`config.mk`:
```
export PLATFORM = sky130hd
export DESIGN_NAME = cepTransactor
export DESIGN_NICKNAME = d
export VERILOG_FILES = /design/src/source/transPkg.sv /design/src/source/lineIf.sv /design/src/source/lineSequencer.sv /design/src/source/lineBuffer.sv /design/src/source/supResponder.sv /design/src/source/cepTransactor.sv
export SDC_FILE = /design/constraint.sdc
export NUM_CORES = 1
export LEC_CHECK = 0
export ABC_CLOCK_PERIOD_IN_PS = 4700
export BUFFER_PORTS_ARGS = -buffer_cell sky130_fd_sc_hd__buf_2
export CAP_MARGIN = 0
export CORE_MARGIN = 2
export CORE_UTILIZATION = 30
export DETAILED_ROUTE_END_ITERATION = 10
export SYNTH_ARGS = -nofsm -noshare
export SYNTH_HDL_FRONTEND = slang
export SYNTH_HIERARCHICAL = 1
export SYNTH_SLANG_ARGS = --single-unit
```
`constraint.sdc`:
```
create_clock -name sysClk -period 4.7 [get_ports sysClk]
set_input_delay 0.705 -clock sysClk [delete_from_list [all_inputs] [get_ports sysClk]]
set_output_delay 0.705 -clock sysClk [all_outputs]
set_load 0.01 [all_outputs]
```
`src/source/transPkg.sv`:
```
// transactor shared definitions

package transPkg;

   ////////////////////////////////////////
   // bus and size widths
   ////////////////////////////////////////

   // one client word, the unit of every access size
   localparam int wordW = 32;

   // the client data bus carries two words per beat
   // the word at the current index rides in the high half
   localparam int busW = 2 * wordW;

   // total sizes and access sizes count words
   // a value of 0 stands for 64 words
   localparam int sizeW = 6;

   typedef logic [sizeW-1:0] sizeT;

   ////////////////////////////////////////
   // line actions
   ////////////////////////////////////////

   // what the transactor does to the line that is currently open
   //   actRead        client reads part or all of a line
   //   actReadClear   line is read, returned and then written to zero
   //   actFullWrite   client supplies every word of the line
   //   actMergeWrite  line is read, merged with client words and written back
   typedef enum logic [1:0]
   {
      actRead       = 2'd0,
      actReadClear  = 2'd1,
      actFullWrite  = 2'd2,
      actMergeWrite = 2'd3
   } lineActionT;

   // in every line, word i sits at bits [i*wordW +: wordW]

endpackage

```
`src/source/lineIf.sv`:
```
// line state bus
`timescale 1ns/1ps

// state of the open line, from the sequencer to the buffer and the responder
interface lineIf import transPkg::*; ();

   // a line is open and being worked on
   logic       lineValid;
   // action chosen when the line was opened
   lineActionT lineAction;
   // high in the cycle a client request opens a line
   logic       lineNew;
   // memory read data for this line has been captured
   logic       readComplete;
   // memory write for this line has been granted
   logic       writeDone;
   // a client write beat is taken into the buffer this cycle
   logic       writeXfer;

   modport seqMp
   (
      output lineValid, lineAction, lineNew, readComplete, writeDone, writeXfer
   );

   // the buffer only needs to know when to take data and what to write back
   modport bufMp (input lineAction, lineNew, writeXfer);

   modport respMp
   (
      input lineValid, lineAction, lineNew, readComplete, writeDone
   );

endinterface

```
`src/source/lineSequencer.sv`:
```
// line action sequencer
`timescale 1ns/1ps

module lineSequencer import transPkg::*;
#(
   parameter int LineWords = 4,
   parameter int Depth     = 16
) (
   input  logic                                     sysClk,
   input  logic                                     rstN,
   input  logic                                     supRead,
   input  logic                                     supWrite,
   input  logic [$clog2(Depth)+$clog2(LineWords)-1:0] supAddress,
   input  logic [sizeW-1:0]                         supTotalSize,
   input  logic                                     cpuGrant,
   input  logic                                     cpuDataValid,
   input  logic                                     lastReadResponse,
   lineIf.seqMp                                     line,
   output logic                                     cpuReq,
   output logic                                     cpuWrite,
   output logic [$clog2(Depth)-1:0]                 cpuAddress
);

   localparam int idxW  = $clog2(LineWords);
   localparam int addrW = $clog2(Depth);

   logic             lineValidQ;
   lineActionT       actionQ;
   logic             readIssuedQ;
   logic             readCompleteQ;
   logic             dinNeededQ;
   logic             writeDoneQ;
   logic [addrW-1:0] lineAddrQ;

   logic [idxW-1:0]  wordIdx;
   logic             lineNew;
   logic             writeXfer;
   logic             lastPulse;
   logic             fullLine;
   lineActionT       nextAction;
   logic             memRead;
   logic             memWrite;
   logic             lineDone;

   ////////////////////////////////////////
   // request decode
   ////////////////////////////////////////

   assign wordIdx = supAddress[idxW-1:0];

   // only one line is in flight, so a request opens a line whenever none is open
   assign lineNew = ~lineValidQ & (supRead | supWrite);

   // write beats are taken on the opening beat and while data is still owed
   assign writeXfer = supWrite & ~supRead & (lineNew | lineValidQ & dinNeededQ);

   // the client presents the words left from supAddress with every beat
   // so a beat is the last one when it uses up that size or reaches the line end
   assign lastPulse = (supTotalSize == sizeW'(1)) | (supTotalSize == sizeW'(2)) |
                      (&wordIdx[idxW-1:1]);

   // a size of 0 means 64 words, hence the extra top bit
   assign fullLine = (wordIdx == '0) &
                     ({supTotalSize == '0, supTotalSize} >= (sizeW+1)'(LineWords));

   always_comb
   begin
      if (supRead && supWrite)
         nextAction = actReadClear;
      else if (supRead)
         nextAction = actRead;
      else if (fullLine)
         nextAction = actFullWrite;
      else
         nextAction = actMergeWrite;
   end

   ////////////////////////////////////////
   // memory requests
   ////////////////////////////////////////

   // merge writes read only once all client words sit in the buffer
   assign memRead = lineValidQ & ~readIssuedQ &
                    ((actionQ == actRead) | (actionQ == actReadClear) |
                     (actionQ == actMergeWrite) & ~dinNeededQ);

   // read-clear and merge write both write back after the read data is home
   assign memWrite = lineValidQ & ~writeDoneQ &
                     ((actionQ == actFullWrite) & ~dinNeededQ |
                      (actionQ == actReadClear) & readCompleteQ |
                      (actionQ == actMergeWrite) & readCompleteQ);

   assign cpuReq     = memRead | memWrite;
   assign cpuWrite   = memWrite;
   assign cpuAddress = lineAddrQ;

   // reads finish on their last response, writes the cycle after the grant
   assign lineDone = lineValidQ &
                     (((actionQ == actRead) | (actionQ == actReadClear)) ? lastReadResponse
                                                                          : writeDoneQ);

   always_ff @(posedge sysClk)
   begin
      if (!rstN)
      begin
         lineValidQ    <= 1'b0;
         actionQ       <= actRead;
         readIssuedQ   <= 1'b0;
         readCompleteQ <= 1'b0;
         dinNeededQ    <= 1'b0;
         writeDoneQ    <= 1'b0;
      end
      else if (lineNew)
      begin
         lineValidQ    <= 1'b1;
         actionQ       <= nextAction;
         readIssuedQ   <= 1'b0;
         readCompleteQ <= 1'b0;
         writeDoneQ    <= 1'b0;
         dinNeededQ    <= writeXfer & ~lastPulse;
      end
      else
      begin
         if (lineDone)
            lineValidQ <= 1'b0;
         if (memRead && cpuGrant)
            readIssuedQ <= 1'b1;
         if (lineValidQ && cpuDataValid)
            readCompleteQ <= 1'b1;
         if (memWrite && cpuGrant)
            writeDoneQ <= 1'b1;
         if (writeXfer)
            dinNeededQ <= ~lastPulse;
      end
   end

   // the address is kept so the client may move on while the line finishes
   always_ff @(posedge sysClk)
   begin
      if (lineNew)
         lineAddrQ <= supAddress[addrW+idxW-1:idxW];
   end

   assign line.lineValid    = lineValidQ;
   assign line.lineAction   = actionQ;
   assign line.lineNew      = lineNew;
   assign line.readComplete = readCompleteQ;
   assign line.writeDone    = writeDoneQ;
   assign line.writeXfer    = writeXfer;

endmodule

```
`src/source/lineBuffer.sv`:
```
// one-line data buffer
`timescale 1ns/1ps

module lineBuffer import transPkg::*;
#(
   parameter int LineWords = 4,
   parameter int Depth     = 16
) (
   input  logic                                     sysClk,
   input  logic [$clog2(Depth)+$clog2(LineWords)-1:0] supAddress,
   input  logic [sizeW-1:0]                         supTotalSize,
   input  logic [busW-1:0]                          supWriteData,
   input  logic                                     cpuDataValid,
   input  logic [LineWords*wordW-1:0]               cpuReadData,
   lineIf.bufMp                                     line,
   output logic [LineWords*wordW-1:0]               cpuWriteData,
   output logic [LineWords*wordW-1:0]               bufLine
);

   localparam int idxW = $clog2(LineWords);

   logic [LineWords*wordW-1:0] lineQ;
   // words the client has written since the line opened
   logic [LineWords-1:0]       dirtyQ;

   logic [idxW-1:0]            hiIdx;
   logic [idxW-1:0]            loIdx;
   logic                       oneWord;
   logic [LineWords-1:0]       hiSel;
   logic [LineWords-1:0]       loSel;

   ////////////////////////////////////////
   // client write word select
   ////////////////////////////////////////

   assign hiIdx = supAddress[idxW-1:0];
   assign loIdx = hiIdx + 1'b1;

   // the low half is dropped when one word is left or at the last word of the line
   assign oneWord = (supTotalSize == sizeW'(1)) | (hiIdx == idxW'(LineWords - 1));

   always_comb
   begin
      hiSel = '0;
      loSel = '0;
      if (line.writeXfer)
      begin
         hiSel[hiIdx] = 1'b1;
         if (!oneWord)
            loSel[loIdx] = 1'b1;
      end
   end

   ////////////////////////////////////////
   // line storage
   ////////////////////////////////////////

   // client data wins over memory data, and memory data never lands on a
   // dirty word, which is what keeps the client words in a merge write
   always_ff @(posedge sysClk)
   begin
      for (int w = 0; w < LineWords; w++)
      begin
         if (hiSel[w])
            lineQ[w*wordW +: wordW] <= supWriteData[busW-1 -: wordW];
         else if (loSel[w])
            lineQ[w*wordW +: wordW] <= supWriteData[wordW-1:0];
         else if (cpuDataValid && !dirtyQ[w])
            lineQ[w*wordW +: wordW] <= cpuReadData[w*wordW +: wordW];
      end
   end

   // a new line starts clean, apart from what its opening beat writes
   always_ff @(posedge sysClk)
   begin
      dirtyQ <= (line.lineNew ? '0 : dirtyQ) | hiSel | loSel;
   end

   assign bufLine = lineQ;

   // read-clear writes zeros back and keeps the old data for the responses
   assign cpuWriteData = (line.lineAction == actReadClear) ? '0 : lineQ;

endmodule

```
`src/source/supResponder.sv`:
```
// client response generator
`timescale 1ns/1ps

module supResponder import transPkg::*;
#(
   parameter int LineWords = 4,
   parameter int Depth     = 16
) (
   input  logic                                     sysClk,
   input  logic [$clog2(Depth)+$clog2(LineWords)-1:0] supAddress,
   input  logic [sizeW-1:0]                         supTotalSize,
   input  logic [LineWords*wordW-1:0]               bufLine,
   lineIf.respMp                                    line,
   output logic                                     readDataValid,
   output logic [busW-1:0]                          readData,
   output logic [sizeW-1:0]                         accessSize,
   output logic                                     accessComplete,
   output logic                                     lastReadResponse
);

   localparam int idxW = $clog2(LineWords);

   // position in the line and words still owed to the client
   logic [idxW-1:0] idxQ;
   sizeT            remQ;

   logic [idxW-1:0] loIdx;
   logic            oneWord;
   logic            lastFlag;
   sizeT            respSize;
   logic            readType;
   logic            writeType;

   assign loIdx     = idxQ + 1'b1;
   assign readType  = (line.lineAction == actRead) | (line.lineAction == actReadClear);
   assign writeType = ~readType;

   // a response carries two words unless one is left or the index is at the line end
   assign oneWord  = (remQ == sizeT'(1)) | (idxQ == idxW'(LineWords - 1));
   assign respSize = oneWord ? sizeT'(1) : sizeT'(2);
   assign lastFlag = (remQ == sizeT'(1)) | (remQ == sizeT'(2)) | (&idxQ[idxW-1:1]);

   // read-clear keeps its last response back until the zeros are in memory
   assign readDataValid = line.lineValid & readType & line.readComplete &
                          (~lastFlag | (line.lineAction == actRead) | line.writeDone);

   assign lastReadResponse = readDataValid & lastFlag;

   assign readData = {bufLine[idxQ*wordW +: wordW],
                      oneWord ? {wordW{1'b0}} : bufLine[loIdx*wordW +: wordW]};

   // write completions report the line size
   assign accessSize = readDataValid ? respSize : sizeT'(LineWords);

   assign accessComplete = lastReadResponse | line.lineValid & writeType & line.writeDone;

   always_ff @(posedge sysClk)
   begin
      if (line.lineNew)
      begin
         idxQ <= supAddress[idxW-1:0];
         remQ <= supTotalSize;
      end
      else if (readDataValid)
      begin
         idxQ <= idxQ + idxW'(respSize);
         remQ <= remQ - respSize;
      end
   end

endmodule

```
`src/source/cepTransactor.sv`:
```
// register bus to line memory transactor
`timescale 1ns/1ps

module cepTransactor import transPkg::*;
#(
   parameter int LineWords = 4,
   parameter int Depth     = 16
) (
   input  logic                                     sysClk,
   input  logic                                     rstN,

   // client side, address is the line address followed by the word index
   input  logic                                     supRead,
   input  logic                                     supWrite,
   input  logic [$clog2(Depth)+$clog2(LineWords)-1:0] supAddress,
   input  logic [sizeW-1:0]                         supTotalSize,
   input  logic [busW-1:0]                          supWriteData,
   output logic                                     readDataValid,
   output logic [busW-1:0]                          readData,
   output logic [sizeW-1:0]                         accessSize,
   output logic                                     accessComplete,

   // memory side, request signals hold until cpuGrant
   output logic                                     cpuReq,
   output logic                                     cpuWrite,
   output logic [$clog2(Depth)-1:0]                 cpuAddress,
   output logic [LineWords*wordW-1:0]               cpuWriteData,
   input  logic                                     cpuGrant,
   input  logic                                     cpuDataValid,
   input  logic [LineWords*wordW-1:0]               cpuReadData
);

   logic                       lastReadResponse;
   logic [LineWords*wordW-1:0] bufLine;

   lineIf lineBus ();

   lineSequencer #(.LineWords(LineWords), .Depth(Depth)) u_sequencer (
      .sysClk           (sysClk),
      .rstN             (rstN),
      .supRead          (supRead),
      .supWrite         (supWrite),
      .supAddress       (supAddress),
      .supTotalSize     (supTotalSize),
      .cpuGrant         (cpuGrant),
      .cpuDataValid     (cpuDataValid),
      .lastReadResponse (lastReadResponse),
      .line             (lineBus.seqMp),
      .cpuReq           (cpuReq),
      .cpuWrite         (cpuWrite),
      .cpuAddress       (cpuAddress)
   );

   lineBuffer #(.LineWords(LineWords), .Depth(Depth)) u_buffer (
      .sysClk       (sysClk),
      .supAddress   (supAddress),
      .supTotalSize (supTotalSize),
      .supWriteData (supWriteData),
      .cpuDataValid (cpuDataValid),
      .cpuReadData  (cpuReadData),
      .line         (lineBus.bufMp),
      .cpuWriteData (cpuWriteData),
      .bufLine      (bufLine)
   );

   supResponder #(.LineWords(LineWords), .Depth(Depth)) u_responder (
      .sysClk           (sysClk),
      .supAddress       (supAddress),
      .supTotalSize     (supTotalSize),
      .bufLine          (bufLine),
      .line             (lineBus.respMp),
      .readDataValid    (readDataValid),
      .readData         (readData),
      .accessSize       (accessSize),
      .accessComplete   (accessComplete),
      .lastReadResponse (lastReadResponse)
   );

endmodule

```
; Word-level counts from Yosys, hierarchy flattened
; Index checks and enable logic that the tools add are counted.
[word_totals]
regBits = 151
inputBits = 210
output_inout_bits = 206
[op_classes]
add_sub_neg = 4
order_cmp = 5
eq_ne = 9
shifts = 2
n_mux = 36
bitwise_logic = 48
n_reduce_logical = 25
[op_table]
columns = operator, n
row1 = 32-bit two-way mux, 13
row2 = 128-bit by 8-bit indexed part select with 32-bit output, 2
row3 = 128-bit two-way mux, 1
row4 = 1-bit bitwise AND, 21
row5 = 6-bit two-way mux, 3
row6 = 4-bit two-way mux, 4
row7 = 1-bit bitwise OR, 16
row8 = "6-bit by 1-bit == test with 1-bit output, second input constant", 2
row9 = "6-bit by 2-bit == test with 1-bit output, second input constant", 2
row10 = 3-bit nonzero test, 4
row11 = 1-bit logical AND, 10
row12 = 2-bit two-way mux, 5
row13 = 1-bit NOT, 9
row14 = "2-bit == test, second input constant", 4
row15 = 1-bit two-way mux, 8
row16 = 4-bit bitwise OR, 2
row17 = "7-bit by 3-bit >= comparator with 1-bit output, second input constant", 1
row18 = 6-bit logical NOT, 1
row19 = "2-bit by 3-bit less-than comparator with 1-bit output, second input constant", 2
row20 = 2-bit nonzero test, 3
row21 = 6-bit subtractor, 1
row22 = "2-bit by 1-bit adder with 2-bit output, second input constant", 2
row23 = 1-bit demux with 2-bit select, 2
row24 = "2-bit by 1-bit >= comparator with 1-bit output, second input constant", 2
row25 = 5 further kinds, 9

; Depth between registers and ports, before layout
; Gate-level depths: netlist of the first run.
[depth]
word_depth = 12
depth_mapped = 10
depth_no_buf = 9

; Cells and area by module
; Netlist of the first run, hierarchy kept.
[modules_own_cells]
columns = module, n_inst, cells_per_inst, area_each_um2, seq_area_each_um2
row1 = lineBuffer, 1, 853, 8026.4, 3923.8
row2 = supResponder, 1, 189, 2448.6, 240.2
row3 = lineSequencer, 1, 49, 501.7, 260.2

; Worst setup path before layout of the first run
; Ideal clock, no wire load.
[synth_path]
path_kind = input to register
start = input cpuDataValid
end = register u_buffer.lineQ[0] (netlist: u_buffer/bufLine[0]) (enable)
arrival_time_ns = 3.046
slack_ns = 1.188
path_stages = 2
path_buffers = 0
cell_sequence = inv_1 -> o21ai_0
[synth_between]
elab_chain_cells = 2
[synth_rtl]
columns = element, line_no
row1 = start: declaration, cepTransactor.sv:29  ; input logic cpuDataValid,
row2 = 1-bit logical AND, lineBuffer.sv:68  ; else if (cpuDataValid && !dirtyQ[w])
row3 = 3-bit nonzero test (no source line), n/a
row4 = end signal: indexed assignment, lineBuffer.sv:65  ; lineQ[w*wordW +: wordW] <= supWriteData[busW-1 -: wordW];
row5 = end signal: indexed assignment, lineBuffer.sv:67  ; lineQ[w*wordW +: wordW] <= supWriteData[wordW-1:0];
row6 = end signal: indexed assignment, lineBuffer.sv:69  ; lineQ[w*wordW +: wordW] <= cpuReadData[w*wordW +: wordW];
row7 = end: declaration, lineBuffer.sv:22  ; logic [LineWords*wordW-1:0] lineQ;
; Every way passes these cells.
; A chain may end at the register's enable or synchronous reset.

; Worst setup path after layout of the first run
[layout_path]
start = register u_responder.idxQ[0]
end = output readData[47]
[layout_between]
elab_chain_cells = 1
[layout_rtl]
columns = element, line_no
row1 = start: declaration, supResponder.sv:24  ; logic [idxW-1:0] idxQ;
row2 = start signal: assignment, supResponder.sv:61  ; idxQ <= supAddress[idxW-1:0];
row3 = start signal: assignment, supResponder.sv:66  ; idxQ <= idxQ + idxW'(respSize);
row4 = 128-bit by 8-bit indexed part select with 32-bit output, supResponder.sv:49  ; assign readData = {bufLine[idxQ*wordW +: wordW],
row5 = end: declaration, cepTransactor.sv:19  ; output logic [busW-1:0] readData,
; Every way passes these cells.

==> results of run 1 <==
## worst min-delay path by stage
| stage | start | endpoint | slack (ns) | depth (start not counted) |
|---|---|---|---|---|
| 6_report | supAddress[2] | u_sequencer/cpuAddress[0] | 0.45 | 1 |
| 3_5_place_dp | u_buffer/dirtyQ[2] | u_buffer/dirtyQ[2] | 0.46 | 1 |
| 4_1_cts | supAddress[3] | u_sequencer/cpuAddress[1] | 0.41 | 1 |
| 3_3_place_gp | u_sequencer/readIssuedQ | u_sequencer/readIssuedQ | 0.44 | 2 |
| 5_1_grt | supAddress[2] | u_sequencer/cpuAddress[0] | 0.42 | 1 |
| 2_1_floorplan | u_buffer/dirtyQ[0] | u_buffer/dirtyQ[0] | 0.43 | 1 |
## sequential cells by signal, indices dropped and copies added (netlist names)
name and flops:
u_responder/remQ 6, u_buffer/bufLine 128, u_sequencer/cpuAddress 4, u_responder/idxQ 2
u_sequencer/line.readComplete 1, u_sequencer/dinNeededQ 1, u_sequencer/line.lineValid 1, u_sequencer/line.writeDone 1
u_buffer/dirtyQ 4, u_sequencer/readIssuedQ 1, u_sequencer/line.lineAction 2
## routing by layer
layer	GRT usage, %	part of all wire (%)	routed length (µm)
met1	28.1	41	17500
met2	37.3	49	21100
met3	4.96	7.5	3210
met4	7.97	2.7	1170
met5	0	0.11	47
## kinds of logic after synthesis
family	count (synthesis)	synth area share [%]
other cells	1	0.0342
compound gates	237	18.0
flops	151	40.3
xor+xnor	5	0.399
simple gates	505	22.2
buf+inv	120	5.06
fa+ha+maj	5	0.638
mux	67	13.4
## stage by stage
stage	hold WS [ns]	std cells	setup slack (ns)
after global placement	0.444	1885	1.24
after detailed placement	0.458	1885	1.16
final	0.450	1920	1.28
after floorplan	0.425	1093	1.19
after global routing	0.423	1918	1.09
after CTS	0.411	1916	1.18
## power by group
part,total [mW],switching [mW],leakage [nW],internal (mW)
sequential,1.76,0.112,1.46,1.65
clock,1.38,0.602,0.266,0.775
combinational,1.79,0.944,4.01,0.844
## critical path: stages (launching register included)
cell	delay (ns)
edfxtp_1	0.40
buf_4	0.50
buf_4	0.61
mux4_2	0.59
buf_2	0.15
## layout make-up
class                   count  area (µm²)  share of cell area (%)
multi-input cells         822        6070                    43.6
flip-flops and latches    151        4420                    31.8
repair buffers            433        2220                    16.0
well taps                 468         586                    4.21
clock buffers              18         429                    3.09
clock inverters            13         131                   0.945
inverters                  11        41.3                   0.297
diodes                      4        10.0                  0.0720
## cell usage in the layout, fill, tap and decap left out, types with 3 or more instances in the layout
| cell | netlist | routed |
|---|---|---|
| xnor2_1 | 3 | 3 |
| nor2_1 | 6 | 6 |
| nor2b_1 | 4 | 4 |
| ha_1 | 4 | 3 |
| nand3b_1 | 4 | 4 |
| o21ai_0 | 8 | 7 |
| o211ai_1 | 159 | 159 |
| inv_1 | 11 | 11 |
| a211o_1 | 3 | 3 |
| clkbuf_16 | 0 | 17 |
| mux4_2 | 64 | 64 |
| diode_2 | 0 | 4 |
| buf_2 | 24 | 412 |
| clkinvlp_4 | 0 | 4 |
| a21oi_1 | 5 | 4 |
| dfxtp_1 | 11 | 11 |
| nand2b_1 | 5 | 4 |
| edfxtp_1 | 140 | 140 |
| clkinv_2 | 0 | 4 |
| nand2_1 | 300 | 300 |
| o211ai_2 | 37 | 37 |
| conb_1 | 1 | 3 |
| and2_1 | 161 | 161 |
| buf_4 | 3 | 21 |
==> metrics, run 1 <==
outcome=complete, no violations; total global routing track utilization=22.2%; global route overflow=0; power density normalized to cell area=around 350 nW/µm²; P&R area growth vs syn=26.7%; die width=195 µm; total via count in the routed design=10.5k; clock tree root driver cell=clkbuf_16; portion of synthesized cell area occupied by the leading cell type=38.3%; r2r startpoint=u_sequencer/line.lineValid; H-tree depth reported by CTS=4; die span in y=195 µm; clock sink count=around 150; RSZ-0062 raised after global routing=no; # resized after CTS=0; depth of the worst register-to-register path=6; max-slew violation total from the final report=0; maximum buffer depth of the clock tree=2; Critical R2R Capture=u_buffer/bufLine[90]; number of flops mapped to enable cells by yosys=140; total placed instance area=between 10,000 and 15,000 µm²; filler instances=3,666; number of buffers inserted by port buffering=412; leak pwr=~5.7 nW; skew final=0.0122 ns; estimated wirelength of the detail-placed design=29,200 µm; Finish-stage setup viols=0; worst min-delay path class=in -> reg; Worst setup SP type=flop; required time reported for the critical path endpoint=between 3 and 4 ns; post-synthesis average cell area=10.1 µm²; post-layout util=38.3%; largest net degree at the start of global routing=129; Detail Route Antenna Nets=0; Synth cell types=65; worst setup path startpoint=u_responder/idxQ[0]; number of nets in the final layout=1,651; Worst Setup End Kind=output pin; max-cap viol count=0; post-synthesis cell type with the largest combined area=edfxtp_1; worst slew pin tran=~1.1 ns; max frequency=about 0.3 GHz; VDD IR max=around 0.00025 V; initial antenna violation count=8; Ports=about 420; insertion delay to the later sink of the worst-skew pair=0.44 ns; routability-driven placement congestion ratio=around 0.83; wire length after detailed routing=~43,000 µm; cell area after technology mapping=11,000 µm²; CP max FO=36; arrival time at the worst endpoint=about 2.7 ns; number of violations reported at the end of detailed-routing iteration 0=693; overall die area=38,100 µm²; part of the Yosys area used for sequential elements=40.3%; Critical Path Sink=readData[47]; summed negative setup slack over all endpoints=0 ns; first drt pass iteration count=5; TritonCTS clock tree=built; post-synthesis instance total=1,091; initial standard-cell utilization of the core=30.2%; average vias per placed instance=5.47; FP Rows=70; most repeated cell in the gate-level netlist after synthesis=nand2_1; synth warn=6; Slew headroom=around 27%; residual DRC count=0; minimum setup slack among reg-to-reg paths=1.61 ns; total non-filler cell area in the finished layout=13,900 µm²; Main synth FF type=edfxtp_1; async set-or-reset flop fraction in the synthesized netlist=0%; total of flip-flops plus latches after synthesis=151; Core Box Area=36,300 µm²; Post-CTS Setup Bufs=0; Synth top cells by count=nand2_1 (300), and2_1 (161), o211ai_1 (159); total clock buffers created by CTS=17; Setup CP Type=reg -> out; part of the cycle the worst path needs=72.7%; final count of hold timing violations=0; shortest period the worst path allows=3.42 ns; top cells by area, synth=edfxtp_1 (38%), mux4_2 (13%), o211ai_1 (11%), nand2_1 (10%), and2_1 (9.2%); via count of the first global-routing pass=10.5k; Total Power Consumption=4.92 mW; layout cells sized above 1=40.9%; detail-routed net length per standard cell=roughly 22 µm; number of buffers added to fix hold violations after cts=0; global-route wire length before repair=roughly 64,000 µm; clock slew at the register clock pins of the worst setup and hold paths=0.07 ns
No activity file was read; power rests on OpenSTA's default activity.
==> run 2: changes to the inputs <==
Settings changed: ABC_AREA set to 1, ABC_CLOCK_PERIOD_IN_PS 4700 to 3500.
Clock period 4.7 ns to 3.5 ns, I/O delays scaled along.
==> run 2 against run 1 <==
Net effect: area after synthesis rose by 4.0%; count of clock-buffer cells in the layout did not move; hold slack got worse by 0.19 ns; sequential power rose by 34%; wire length up 7.5%; critical path type unchanged; largest cell class unchanged; via count grew 24%; die area rose by 3.9%; largest power group unchanged; setup slack got worse by 0.68 ns; highest routed layer unchanged; clock power grew 43%.
==> metrics, run 2 <==
commonest cells after routing, fill and taps aside=nand2_1 (459), buf_2 (412), inv_1 (317); area used by multi-input combinational logic=~5300 µm²; outcome=complete, no violations; total of flip-flops plus latches after synthesis=151; RSZ-0062 raised after global routing=no; total clock buffers created by CTS=17; VDD IR max=0.000357 V; CP max FO=32; global-route wire length before repair=68,400 µm; number of flops mapped to enable cells by yosys=140; H-tree depth reported by CTS=4; number of flip-flops in the largest register=128; initial standard-cell utilization of the core=a little under a third; P&R area growth vs syn=26.9%; detail-routed net length per standard cell=17.5 µm; async set-or-reset flop fraction in the synthesized netlist=0%; final count of hold timing violations=0; Core Box Area=37,600 µm²; synth warn=6; delay of the slowest cell on the worst path=0.50 ns; maximum buffer depth of the clock tree=2; max-slew violation total from the final report=0; count of placed standard cells including taps=2,611; overall die area=around 40,000 µm²; portion of synthesized cell area occupied by the leading cell type=36.8%; Post-CTS Setup Bufs=0; estimated wirelength of the detail-placed design=between 30,000 and 40,000 µm; cell family contributing the most delay on the critical path=buffers and inverters; number of violations reported at the end of detailed-routing iteration 0=1,106; total area of sequential cells=about 4400 µm²; # resized after CTS=0; cell area after technology mapping=11,400 µm²; number of buffers inserted by port buffering=approximately 410; filler instances=4,096; Setup CP Type=reg -> out; Worst Setup End Kind=output pin; post-synthesis average cell area=6.42 µm²; top cells by area, synth=edfxtp_1 (37%), nand2_1 (15%), inv_1 (10%), nand3_1 (9.1%), nor2_1 (8.2%); insertion delay to the later sink of the worst-skew pair=0.44 ns; max frequency=approximately 0.34 GHz; worst setup slack after placement=0.732 ns; count of buffer and inverter cells on the critical path=2; total via count in the routed design=13.0k; most repeated cell in the gate-level netlist after synthesis=nand2_1; average vias per placed instance=4.92; part of the cycle the worst path needs=82.9%; Total Power Consumption=6.79 mW; shortest period the worst path allows=2.90 ns; largest net degree at the start of global routing=130; part of the Yosys area used for sequential elements=38.8%; via count of the first global-routing pass=roughly 12k; Synth top cells by count=nand2_1 (462), inv_1 (319), nor2_1 (249); global route overflow=0; arrival time at the worst endpoint=about 2.4 ns; total global routing track utilization=22.8%; worst slew pin tran=0.919 ns; die width=around 200 µm; Worst setup SP type=flop; Finish-stage setup viols=0; clock tree root driver cell=clkbuf_16; leak pwr=7.78 nW; Non-Filler Instances=2,644; number of nets in the final layout=between 2k and 2.5k; residual DRC count=0; initial antenna violation count=4; Detail Route Antenna Nets=0; routability-driven placement congestion ratio=0.912; power density normalized to cell area=469 nW/µm²; worst min-delay path class=in -> reg; first drt pass iteration count=6; clock sink count=151; clock slew at the register clock pins of the worst setup and hold paths=0.06 ns; die span in y=199 µm; wire length after detailed routing=approximately 46,000 µm; Slowest cell on crit path=edfxtp_1; skew final=0.0120 ns; required time reported for the critical path endpoint=2.97 ns; number of buffers added to fix hold violations after cts=0; summed negative setup slack over all endpoints=0 ns; most frequent standard cell in the layout excluding fill and tap cells=nand2_1; TritonCTS clock tree=built; Ports=approximately 420; layout cells sized above 1=23.1%; post-synthesis instance total=~1.8k; worst hold slack across all endpoints=0.256 ns; max-cap viol count=0; Main synth FF type=edfxtp_1; Slew headroom=38.5%; Synth cell types=31; ordered cell list for the critical path=ha_2 > buf_4 > o211ai_1 > a21oi_1 > buf_2; FP Rows=71; post-synthesis cell type with the largest combined area=edfxtp_1; post-route setup slack=0.598 ns
## run 2: cell count changes after synthesis, moves of 30 or more
cell / previous run / this run
inv_1: 11 / 319
nand2_1: 300 / 462
nor2_1: 6 / 249
and2_1: 161 / 0
o21ai_1: 0 / 30
mux4_2: 64 / 0
nand3_1: 1 / 207
o21ai_0: 8 / 105
o211ai_2: 37 / 0
a21oi_1: 5 / 73
o211ai_1: 159 / 35
## run 2: kinds of logic after synthesis
group / synth area share (%)
simple gates: 33.0
buf+inv: 15.7
compound gates: 11.7
flops: 38.8
fa+ha+maj: 0.614
xor+xnor: 0.153
other cells: 0.0328
## run 2: final cells by class
cell class | count | area share, %
multi-input cells | 1185 | 36.3
inverters | 325 | 8.44
well taps | 511 | 4.41
clock inverters | 12 | 1.22
flip-flops and latches | 151 | 30.5
repair buffers | 439 | 16.1
diodes | 3 | 0.0518
clock buffers | 18 | 2.96
## run 2: path summary, 6_finish.rpt
check,endpoint,cells past startpoint,slack (ns),startpoint
min reg2reg,u_sequencer/readIssuedQ,2,0.46,u_sequencer/readIssuedQ
max,readData[24],5,0.60,u_responder/idxQ[0]
min,u_sequencer/cpuAddress[2],1,0.26,supAddress[4]
max reg2reg,u_responder/remQ[5],11,0.99,u_responder/remQ[2]
## run 2: metrics by stage
stage	util, %	cell area, µm²
finish	38.6	14500
floorplan	-	11400
CTS	38.5	14500
global placement	36.9	13900
global route	38.6	14500
detailed placement	36.9	13900
## run 2: report_power, final
| group | internal (mW) | switching (mW) |
|---|---|---|
| Combinational | 0.878 | 1.59 |
| Sequential | 2.21 | 0.145 |
| Clock | 1.19 | 0.784 |
| Total | 4.27 | 2.52 |
## run 2: metal layers
layer / wire (µm) / GRT usage [%]
met2: 22100 / 37.8
met1: 19700 / 29.8
met4: 1480 / 9.62
met3: 2960 / 3.00
met5: 9 / 0
